[src/logic/gc_params.svh]
// Sizes shared by the control block, in-use table and TLBs; TLB depths must be powers of two
`ifndef GC_PARAMS_SVH
`define GC_PARAMS_SVH

////////////////////
// Register in-use table

// One busy bit per architectural register
`define GC_INUSE_DEPTH 32

////////////////////
// Translation

// Instruction TLB entries
`define GC_ITLB_DEPTH 4
// Data TLB entries
`define GC_DTLB_DEPTH 8
// Virtual and physical page number widths
`define GC_VPN_W 20
`define GC_PPN_W 22

`endif

[src/logic/gc_types_pkg.sv]
// Control-side types; the op encoding is 3 bits wide and codes 6 and 7 have no effect
`default_nettype none

package gc_types_pkg;

    `include "gc_params.svh"

    // Index into the register in-use table
    typedef logic [$clog2(`GC_INUSE_DEPTH)-1:0] reg_addr_t;

    // Control instructions accepted while idle
    typedef enum logic [2:0] {
        OP_ECALL  = 3'd0,
        OP_EBREAK = 3'd1,
        OP_SRET   = 3'd2,
        OP_MRET   = 3'd3,
        OP_SFENCE = 3'd4,
        OP_FENCE  = 3'd5
    } gc_op_t;

    // Global control state machine
    typedef enum logic [2:0] {
        ST_RST,
        ST_PRE_CLEAR,
        ST_CLEAR,
        ST_IDLE,
        ST_TLB_CLEAR,
        ST_LS_POSSIBLE,
        ST_FENCE_WAIT
    } gc_state_t;

endpackage

`default_nettype wire

[src/logic/tlb_types_pkg.sv]
// Translation-side types; payload layouts carry only the permission flags the TLBs return
`default_nettype none

package tlb_types_pkg;

    `include "gc_params.svh"

    // Page numbers
    typedef logic [`GC_VPN_W-1:0] vpn_t;
    typedef logic [`GC_PPN_W-1:0] ppn_t;

    // Instruction side payload, 23 bits
    typedef struct packed {
        ppn_t ppn;
        logic x;
    } itlb_entry_t;

    // Data side payload, 24 bits
    typedef struct packed {
        ppn_t ppn;
        logic r;
        logic w;
    } dtlb_entry_t;

endpackage

`default_nettype wire

[src/logic/gc_interfaces.sv]
// In-use table write request; grant is combinational and a write lands on valid and grant
`timescale 1ns/1ps
`default_nettype none

interface inuse_wr_if import gc_types_pkg::*; ();

    ////////////////////
    // Request side

    // Write wanted this cycle
    logic      valid;
    // Table entry to write
    reg_addr_t addr;
    // Busy bit to store
    logic      value;

    ////////////////////
    // Arbiter side

    // Port owned this cycle
    logic      grant;

    modport requester (
        output valid,
        output addr,
        output value,
        input  grant
    );

    modport arbiter (
        input  valid,
        input  addr,
        input  value,
        output grant
    );

endinterface

`default_nettype wire

[src/logic/gc_unit.sv]
// Global control FSM; ops are taken only in IDLE and a requester must hold gc_req until gc_ready
`timescale 1ns/1ps
`default_nettype none

`include "gc_params.svh"

module gc_unit import gc_types_pkg::*; (
    input  logic   clk,
    input  logic   rst,
    input  logic   gc_req,
    input  gc_op_t gc_op,
    input  logic   ls_issue,
    input  logic   ls_fifo_emptying,
    input  logic   ls_fifo_empty,
    input  logic   itlb_busy,
    input  logic   dtlb_busy,
    output logic   gc_ready,
    output logic   ecall,
    output logic   ebreak,
    output logic   sret,
    output logic   mret,
    output logic   fetch_flush,
    output logic   fetch_hold,
    output logic   issue_hold,
    output logic   inorder,
    output logic   inuse_clear,
    output logic   tlb_flush,
    inuse_wr_if.requester clear_wr
);

    gc_state_t state;
    gc_state_t next_state;

    // Clear walker position
    reg_addr_t clear_addr;
    logic      clear_last;

    // Request accepted this cycle
    logic      idle_req;

    // Busy levels observed since entering TLB_CLEAR
    logic      itlb_seen;
    logic      dtlb_seen;
    logic      tlb_done;

    assign gc_ready   = (state == ST_IDLE);
    assign idle_req   = gc_ready && gc_req;
    assign clear_last = (clear_addr == reg_addr_t'(`GC_INUSE_DEPTH - 1));

    // Both walks started and both finished
    assign tlb_done = itlb_seen && dtlb_seen && !itlb_busy && !dtlb_busy;

    ////////////////////
    // State machine

    always_ff @(posedge clk) begin
        if (rst) begin
            state <= ST_RST;
        end else begin
            state <= next_state;
        end
    end

    always_comb begin
        next_state = state;
        case (state)
            ST_RST: next_state = ST_PRE_CLEAR;
            ST_PRE_CLEAR: next_state = ST_CLEAR;
            // One table entry per cycle, top priority so always granted
            ST_CLEAR: begin
                if (clear_last && clear_wr.grant) begin
                    next_state = ST_IDLE;
                end
            end
            ST_IDLE: begin
                if (gc_req && gc_op == OP_SFENCE) begin
                    next_state = ST_TLB_CLEAR;
                end else if (gc_req && gc_op == OP_FENCE && !ls_fifo_empty) begin
                    // Already empty FIFO needs no wait
                    next_state = ST_FENCE_WAIT;
                end else if (ls_issue) begin
                    next_state = ST_LS_POSSIBLE;
                end
            end
            ST_TLB_CLEAR: begin
                if (tlb_done) begin
                    next_state = ST_IDLE;
                end
            end
            // A fresh load/store in the emptying cycle keeps the window open
            ST_LS_POSSIBLE: begin
                if (ls_fifo_emptying && !ls_issue) begin
                    next_state = ST_IDLE;
                end
            end
            ST_FENCE_WAIT: begin
                if (ls_fifo_empty) begin
                    next_state = ST_IDLE;
                end
            end
            default: next_state = ST_RST;
        endcase
    end

    ////////////////////
    // Registered outputs

    always_ff @(posedge clk) begin
        if (rst) begin
            issue_hold  <= 1'b0;
            inuse_clear <= 1'b0;
            fetch_hold  <= 1'b0;
            inorder     <= 1'b0;
            ecall       <= 1'b0;
            ebreak      <= 1'b0;
            sret        <= 1'b0;
            mret        <= 1'b0;
            fetch_flush <= 1'b0;
            tlb_flush   <= 1'b0;
        end else begin
            // Levels follow the state being entered
            issue_hold  <= next_state inside {ST_PRE_CLEAR, ST_CLEAR, ST_TLB_CLEAR};
            inuse_clear <= (next_state == ST_CLEAR);
            fetch_hold  <= (next_state == ST_FENCE_WAIT);
            inorder     <= (next_state == ST_LS_POSSIBLE);
            // Single cycle strobes after the accepting edge
            ecall       <= idle_req && gc_op == OP_ECALL;
            ebreak      <= idle_req && gc_op == OP_EBREAK;
            sret        <= idle_req && gc_op == OP_SRET;
            mret        <= idle_req && gc_op == OP_MRET;
            fetch_flush <= idle_req &&
                           gc_op inside {OP_ECALL, OP_EBREAK, OP_SRET, OP_MRET, OP_SFENCE};
            tlb_flush   <= idle_req && gc_op == OP_SFENCE;
        end
    end

    ////////////////////
    // TLB walk tracking

    always_ff @(posedge clk) begin
        if (rst || state != ST_TLB_CLEAR) begin
            itlb_seen <= 1'b0;
            dtlb_seen <= 1'b0;
        end else begin
            itlb_seen <= itlb_seen || itlb_busy;
            dtlb_seen <= dtlb_seen || dtlb_busy;
        end
    end

    ////////////////////
    // Reset clear walker

    always_ff @(posedge clk) begin
        if (rst || state == ST_PRE_CLEAR) begin
            clear_addr <= '0;
        end else if (clear_wr.valid && clear_wr.grant) begin
            clear_addr <= clear_addr + reg_addr_t'(1);
        end
    end

    // Zeroes entries 0 upward for the whole of CLEAR
    assign clear_wr.valid = inuse_clear;
    assign clear_wr.addr  = clear_addr;
    assign clear_wr.value = 1'b0;

endmodule

`default_nettype wire

[src/logic/inuse_write_arbiter.sv]
// Fixed priority for the single table write port; a losing requester must hold its request
`timescale 1ns/1ps
`default_nettype none

module inuse_write_arbiter import gc_types_pkg::*; (
    inuse_wr_if.arbiter clear_wr,
    inuse_wr_if.arbiter wb_wr,
    inuse_wr_if.arbiter issue_wr,
    output logic      wr_en,
    output reg_addr_t wr_addr,
    output logic      wr_value
);

    // Clear walker first, then writeback, then issue
    assign clear_wr.grant = clear_wr.valid;
    assign wb_wr.grant    = wb_wr.valid && !clear_wr.valid;
    assign issue_wr.grant = issue_wr.valid && !clear_wr.valid && !wb_wr.valid;

    assign wr_en = clear_wr.valid || wb_wr.valid || issue_wr.valid;

    // Forward the winner to the table port
    always_comb begin
        if (clear_wr.valid) begin
            wr_addr  = clear_wr.addr;
            wr_value = clear_wr.value;
        end else if (wb_wr.valid) begin
            wr_addr  = wb_wr.addr;
            wr_value = wb_wr.value;
        end else begin
            // Issue or nothing, wr_en covers the idle case
            wr_addr  = issue_wr.addr;
            wr_value = issue_wr.value;
        end
    end

endmodule

`default_nettype wire

[src/logic/inuse_table.sv]
// Register busy bits; contents are undefined until the reset clear walk has run
`timescale 1ns/1ps
`default_nettype none

`include "gc_params.svh"

module inuse_table import gc_types_pkg::*; (
    input  logic      clk,
    input  logic      rst,
    input  logic      wr_en,
    input  reg_addr_t wr_addr,
    input  logic      wr_value,
    input  reg_addr_t rs1_addr,
    input  reg_addr_t rs2_addr,
    output logic      rs1_busy,
    output logic      rs2_busy
);

    // One bit per register
    logic [`GC_INUSE_DEPTH-1:0] busy_bits;

    ////////////////////
    // Write port

    // Writes are dropped while reset is held
    always_ff @(posedge clk) begin
        if (wr_en && !rst) begin
            busy_bits[wr_addr] <= wr_value;
        end
    end

    ////////////////////
    // Read ports

    // Stored value only, a same cycle write shows up next cycle
    assign rs1_busy = busy_bits[rs1_addr];
    assign rs2_busy = busy_bits[rs2_addr];

endmodule

`default_nettype wire

[src/logic/tlb.sv]
// Fully associative TLB; DEPTH must be a power of two and lookups see contents before a fill
`timescale 1ns/1ps
`default_nettype none

module tlb import tlb_types_pkg::*; #(
    parameter type ENTRY_T = logic,
    parameter int  DEPTH   = 4
) (
    input  logic   clk,
    input  logic   rst,
    input  logic   flush,
    input  logic   lookup_valid,
    input  vpn_t   lookup_vpn,
    input  logic   fill_valid,
    input  vpn_t   fill_vpn,
    input  ENTRY_T fill_entry,
    output logic   busy,
    output logic   hit,
    output ENTRY_T entry
);

    localparam int IDX_W = (DEPTH > 1) ? $clog2(DEPTH) : 1;

    logic [DEPTH-1:0] valid;
    vpn_t             tags [DEPTH];
    ENTRY_T           data [DEPTH];

    // Round robin replacement pointer
    logic [IDX_W-1:0] victim;
    // Flush walk position
    logic [IDX_W-1:0] flush_idx;

    logic [IDX_W-1:0] fill_idx;
    logic             fill_match;
    logic             fill_do;
    logic [IDX_W-1:0] lookup_idx;
    logic             lookup_match;

    ////////////////////
    // Tag match

    always_comb begin
        fill_match   = 1'b0;
        fill_idx     = victim;
        lookup_match = 1'b0;
        lookup_idx   = '0;
        for (int i = 0; i < DEPTH; i++) begin
            // Refill of a present page reuses its slot
            if (valid[i] && tags[i] == fill_vpn) begin
                fill_match = 1'b1;
                fill_idx   = IDX_W'(i);
            end
            if (valid[i] && tags[i] == lookup_vpn) begin
                lookup_match = 1'b1;
                lookup_idx   = IDX_W'(i);
            end
        end
    end

    // Fills are ignored during the flush walk
    assign fill_do = fill_valid && !busy;

    ////////////////////
    // Flush walk

    // Busy for exactly DEPTH cycles starting the cycle after flush
    always_ff @(posedge clk) begin
        if (rst) begin
            busy      <= 1'b0;
            flush_idx <= '0;
        end else if (busy) begin
            flush_idx <= flush_idx + 1'b1;
            if (flush_idx == IDX_W'(DEPTH - 1)) begin
                busy <= 1'b0;
            end
        end else if (flush) begin
            busy      <= 1'b1;
            flush_idx <= '0;
        end
    end

    // One entry invalidated per walk cycle
    always_ff @(posedge clk) begin
        if (rst) begin
            valid <= '0;
        end else if (busy) begin
            valid[flush_idx] <= 1'b0;
        end else if (fill_do) begin
            valid[fill_idx] <= 1'b1;
        end
    end

    ////////////////////
    // Fill

    always_ff @(posedge clk) begin
        if (fill_do) begin
            tags[fill_idx] <= fill_vpn;
            data[fill_idx] <= fill_entry;
        end
    end

    // Pointer moves only when a new slot was taken
    always_ff @(posedge clk) begin
        if (rst) begin
            victim <= '0;
        end else if (fill_do && !fill_match) begin
            victim <= victim + 1'b1;
        end
    end

    ////////////////////
    // Lookup

    // Result one cycle later, never a hit once a flush has started
    always_ff @(posedge clk) begin
        if (rst) begin
            hit <= 1'b0;
        end else begin
            hit <= lookup_valid && lookup_match && !busy && !flush;
        end
    end

    always_ff @(posedge clk) begin
        entry <= data[lookup_idx];
    end

endmodule

`default_nettype wire

[src/logic/gc_subsystem.sv]
// Control block top level; the issue source must hold issue_req while issue_stall is high
`timescale 1ns/1ps
`default_nettype none

`include "gc_params.svh"

module gc_subsystem import gc_types_pkg::*, tlb_types_pkg::*; (
    input  logic        clk,
    input  logic        rst,
    // Pipeline and control
    input  logic        gc_req,
    input  gc_op_t      gc_op,
    input  logic        ls_issue,
    input  logic        ls_fifo_emptying,
    input  logic        ls_fifo_empty,
    // Table writes
    input  logic        issue_req,
    input  reg_addr_t   issue_rd,
    input  logic        wb_req,
    input  reg_addr_t   wb_rd,
    // Table reads
    input  reg_addr_t   rs1_addr,
    input  reg_addr_t   rs2_addr,
    output logic        rs1_busy,
    output logic        rs2_busy,
    // Instruction TLB
    input  logic        itlb_lookup_valid,
    input  vpn_t        itlb_vpn,
    input  logic        itlb_fill_valid,
    input  vpn_t        itlb_fill_vpn,
    input  itlb_entry_t itlb_fill_entry,
    output logic        itlb_hit,
    output itlb_entry_t itlb_entry,
    // Data TLB
    input  logic        dtlb_lookup_valid,
    input  vpn_t        dtlb_vpn,
    input  logic        dtlb_fill_valid,
    input  vpn_t        dtlb_fill_vpn,
    input  dtlb_entry_t dtlb_fill_entry,
    output logic        dtlb_hit,
    output dtlb_entry_t dtlb_entry,
    // Control outputs
    output logic        issue_stall,
    output logic        gc_ready,
    output logic        ecall,
    output logic        ebreak,
    output logic        sret,
    output logic        mret,
    output logic        fetch_flush,
    output logic        fetch_hold,
    output logic        issue_hold,
    output logic        inorder
);

    // Table write requesters
    inuse_wr_if clear_wr ();
    inuse_wr_if wb_wr ();
    inuse_wr_if issue_wr ();

    logic      wr_en;
    reg_addr_t wr_addr;
    logic      wr_value;

    logic      tlb_flush;
    logic      itlb_busy;
    logic      dtlb_busy;

    ////////////////////
    // Scoreboard requests

    // Writeback frees the register
    assign wb_wr.valid    = wb_req;
    assign wb_wr.addr     = wb_rd;
    assign wb_wr.value    = 1'b0;

    // Issue marks the destination busy
    assign issue_wr.valid = issue_req;
    assign issue_wr.addr  = issue_rd;
    assign issue_wr.value = 1'b1;

    assign issue_stall = issue_req && !issue_wr.grant;

    gc_unit u_gc_unit (
        .clk              (clk),
        .rst              (rst),
        .gc_req           (gc_req),
        .gc_op            (gc_op),
        .ls_issue         (ls_issue),
        .ls_fifo_emptying (ls_fifo_emptying),
        .ls_fifo_empty    (ls_fifo_empty),
        .itlb_busy        (itlb_busy),
        .dtlb_busy        (dtlb_busy),
        .gc_ready         (gc_ready),
        .ecall            (ecall),
        .ebreak           (ebreak),
        .sret             (sret),
        .mret             (mret),
        .fetch_flush      (fetch_flush),
        .fetch_hold       (fetch_hold),
        .issue_hold       (issue_hold),
        .inorder          (inorder),
        .inuse_clear      (),
        .tlb_flush        (tlb_flush),
        .clear_wr         (clear_wr.requester)
    );

    inuse_write_arbiter u_arbiter (
        .clear_wr (clear_wr.arbiter),
        .wb_wr    (wb_wr.arbiter),
        .issue_wr (issue_wr.arbiter),
        .wr_en    (wr_en),
        .wr_addr  (wr_addr),
        .wr_value (wr_value)
    );

    inuse_table u_inuse_table (
        .clk      (clk),
        .rst      (rst),
        .wr_en    (wr_en),
        .wr_addr  (wr_addr),
        .wr_value (wr_value),
        .rs1_addr (rs1_addr),
        .rs2_addr (rs2_addr),
        .rs1_busy (rs1_busy),
        .rs2_busy (rs2_busy)
    );

    ////////////////////
    // Translation

    tlb #(.ENTRY_T(itlb_entry_t), .DEPTH(`GC_ITLB_DEPTH)) u_itlb (
        .clk          (clk),
        .rst          (rst),
        .flush        (tlb_flush),
        .lookup_valid (itlb_lookup_valid),
        .lookup_vpn   (itlb_vpn),
        .fill_valid   (itlb_fill_valid),
        .fill_vpn     (itlb_fill_vpn),
        .fill_entry   (itlb_fill_entry),
        .busy         (itlb_busy),
        .hit          (itlb_hit),
        .entry        (itlb_entry)
    );

    tlb #(.ENTRY_T(dtlb_entry_t), .DEPTH(`GC_DTLB_DEPTH)) u_dtlb (
        .clk          (clk),
        .rst          (rst),
        .flush        (tlb_flush),
        .lookup_valid (dtlb_lookup_valid),
        .lookup_vpn   (dtlb_vpn),
        .fill_valid   (dtlb_fill_valid),
        .fill_vpn     (dtlb_fill_vpn),
        .fill_entry   (dtlb_fill_entry),
        .busy         (dtlb_busy),
        .hit          (dtlb_hit),
        .entry        (dtlb_entry)
    );

endmodule

`default_nettype wire

[config.mk]
export PLATFORM = sky130hd
export DESIGN_NAME = gc_subsystem
export DESIGN_NICKNAME = d
export VERILOG_FILES = /design/src/logic/gc_types_pkg.sv /design/src/logic/tlb_types_pkg.sv /design/src/logic/gc_interfaces.sv /design/src/logic/gc_unit.sv /design/src/logic/inuse_write_arbiter.sv /design/src/logic/inuse_table.sv /design/src/logic/tlb.sv /design/src/logic/gc_subsystem.sv
export VERILOG_INCLUDE_DIRS = /design/src /design/src/logic
export SDC_FILE = /design/constraint.sdc
export NUM_CORES = 1
export LEC_CHECK = 0
export BUFFER_PORTS_ARGS = -buffer_cell sky130_fd_sc_hd__buf_2
export CAP_MARGIN = 20
export CORE_ASPECT_RATIO = 0.9
export CORE_MARGIN = 1
export CORE_UTILIZATION = 60
export CTS_CLUSTER_DIAMETER = 60
export DETAILED_ROUTE_END_ITERATION = 10
export PLACE_DENSITY = 0.86
export REMOVE_ABC_BUFFERS = 1
export SLEW_MARGIN = 20
export SYNTH_ARGS = -nofsm -noshare
export SYNTH_HDL_FRONTEND = slang
export SYNTH_SLANG_ARGS = --single-unit
[constraint.sdc]
create_clock -name clk -period 6.66 [get_ports clk]
set_input_delay 0.666 -clock clk [delete_from_list [all_inputs] [get_ports clk]]
set_output_delay 0.666 -clock clk [all_outputs]
set_load 0.02 [all_outputs]
==> metrics.cfg <==
[outcome]
status = finished clean

[flow_run]
cap_violations = 0

[worst_setup_path]
crit_chain = xor2_1, or4_1, nor4_1, nand4_1, o311ai_4, buf_4, o41a_2, mux2i_1, a211oi_1
max_stage_delay_ps = 930
worst-setup-path-type = reg2reg
critPathCaptureType = flip-flop
worst_path_max_delay_cell = o41a_2
crit_fanout = 49
startpoint = u_dtlb.tags[6][2]
worst_r2r_startpoint = u_dtlb.tags[6][2]
cp.required_ps = 7190
crit_path_start_kind = flip-flop
critPathArrivalTime_ps = 4750
r2r_cells = 9

[yosys]
seq_area_frac_synth_pct = 63.2
synth_edf_count = 556
synthSimpleGateAreaFrac_pct = 9.39
synth_flop_cell = edfxtp_1
synthMuxAreaShare_pct = 4.13
synth_top_family_by_area = XOR/XNOR gates
synth-xor-area-share_pct = 14.6
syn_avg_cell_area_sq_um = 13.5
synth_top_area_share_pct = 56.9
synth.most_common_cell = edfxtp_1
synth_adder_area_share_pct = 0.383
syn-cell-area_sq_um = 29400
synth_area_leaders = edfxtp_1, xnor2_1, dfxtp_1
yosysWarnings = 0
synth_cell_types = 69
synth_compound_area_share_pct = 5.45
ys_seq_elements = 649
postSynthCellCount = 2180
synth_common_cells = edfxtp_1, xnor2_1, nor2_1
yosys.area.top_type = edfxtp_1
async_flop_share_pct = 0

[sta]
hold_slack_ps = 254
fin_crit_sh_pct = 63.3
setup_ws_ps = 2440
setup_viol = 0
rsz0062_at_grt = no
timing.final.crit_period_ps = 4220
clock_skew_ps = 48.0
relSlewSlack_pct = 33.5
tns_ps = 0
hold_viol = 0
worst_pin_slew_ps = 990
max_freq_mhz = 237
maxSlewViolCount = 0

[cts]
cts.path.max_buffers = 3
ctsHoldBuffers = 0
cts_tree = built
htree_levels = 3
cts.sinks = 649
clock-root-buffer = clkbuf_16
cts_setup_buffers = 0
clk_pin_slew_ps = 70
cts_made_buffers = 67
cts_resized = 0
clock_latency_ps = 640

[cells_and_area]
area_delta_synth_final_pct = 13.2
drive_above_1_share_pct = 16.8
postLayoutCellArea_sq_um = 33200
final_cells = 3056
nets = 2544

[placed_design]
place_hpwl_um = 48000
dpl.cell_count = 2928
dpl_worst_slack_ps = 2090
gp_congestion = 0.960
port_buffers = 222
placed_area_sq_um = 31000

[drt]
route.vias.total = 19304
antenna_left = 0
drc = 0
wl_um = 77600
first_iter_violations = 2276
via_per_inst = 6.32
wire_per_inst_um = 25.4
dr.pass1.iters = 6

[floorplan]
start_util_pct = 61.0
core_sq_um = 48100
die-height_um = 212
die_x_um = 235
die_area_sq_um = 49800
io_pins = 223
fp-row-count = 76

[grt]
antenna_found_initial = 6
grt_overflow = 0
gr-usage-all-layers_pct = 31.0
grt_pass1_vias = 19211
grt_max_degree = 51
grt_pass1_wl_um = 114000

[power_and_ir_drop]
power_leakage_uw = 0.0116
ir_drop_mv = 0.245
power_switching_uw = 2200
power_frac_clock_pct = 41.3
power_frac_comb_pct = 8.2
p_int_uw = 7010
switching_share_pct = 23.9
power_frac_seq_pct = 50.5
powerDensity_nw_per_um2 = 277

[hold_path]
holdPathStages = 1
hp-class = in2reg
min_from = itlb_fill_entry[16]

==> worst max-delay path: cells and delay by family, from the launching register on <==
kind                      cells  cell delay [ps]
and+or+nand+nor               3             1040
AOI/OAI and AO/OA             3             1420
buffers and inverters         1              670
muxes                         1              240
xor gates and xnor gates      1              200
DFF                           1              490
==> state kept, by name, indices dropped and copies added, names as in the netlist, 3 cells and up <==
name	flops
u_dtlb.data	192
u_dtlb.tags	160
u_itlb.data	92
u_itlb.tags	80
u_inuse_table.busy_bits	32
u_dtlb.entry	24
u_itlb.entry	23
u_dtlb.valid	8
u_gc_unit.clear_wr.addr	5
u_itlb.valid	4
u_dtlb.flush_idx	3
u_dtlb.victim	3
u_gc_unit.state	3
==> metal layers <==
metal / up-vias / global-route usage (%) / wire (um)
li1: 8427 / - / -
met1: 9480 / 42.1 / 31000
met2: 1177 / 48.7 / 36100
met3: 218 / 6.38 / 7500
met4: 2 / 13.4 / 2980
met5: - / 0 / 13
==> layout by cell type (no fill, tap or decap), types with 9 or more instances in the layout <==
cell       count
nand4_1      110
o21a_1        11
nor2_1       171
xnor2_1      359
mux2i_1       74
clkbuf_1      18
or2_2         11
a221o_1       24
edfxtp_1     556
xor2_1       130
nand3b_1      10
inv_1         68
nand3_1       34
buf_2        222
o21ai_0       40
nand2_1       41
ha_1           9
buf_4         24
a31oi_1       11
a211oi_1      75
mux4_2        20
clkbuf_16     67
nor3_1        13
a21oi_1       22
nor4_1        61
dfxtp_1       93
==> metrics by stage <==
stage                     utilization [%]  total power (uW)
after floorplan                         -              5120
final                                69.1              9220
after global placement               64.3              5440
after global routing                 69.1              9460
after detailed placement             64.4              5470
after CTS                            69.1              9240
==> cells by family after synthesis <==
logic type / Yosys count
flip-flops: 649
multiplexers: 96
AO/OA/AOI/OAI: 223
XOR/XNOR: 489
buffers and inverters: 192
adder cells (fa/ha/maj): 9
AND/OR/NAND/NOR: 522
==> final timing paths <==
path,to,slack (ps)
worst max-delay path,u_dtlb.entry[15],2440
worst min-delay path,u_itlb.data[3][16],250
worst max register to register,u_dtlb.entry[15],2440
worst min register to register,u_gc_unit.itlb_seen,440
==> final cells by class <==
cell class / instances / area, sq um
Multi-Input combinational cell: 1339 / 10100
Clock inverter: 32 / 425
Clock buffer: 92 / 1830
Sequential cell: 649 / 18600
Fill cell: 3221 / 14900
Antenna cell: 4 / 10.0
Tap cell: 624 / 781
Inverter: 69 / 259
Timing Repair Buffer: 247 / 1320
==> power by group through the flow <==
stage / clock (uW) / sequential (uW) / combinational (uW)
2_1_floorplan: 0 / 4750 / 374
3_5_place_dp: 0 / 4730 / 741
3_3_place_gp: 0 / 4730 / 715
6_report: 3810 / 4650 / 759
4_1_cts: 3840 / 4650 / 748
5_1_grt: 3990 / 4660 / 806
Power figures use the tool's default switching activity.
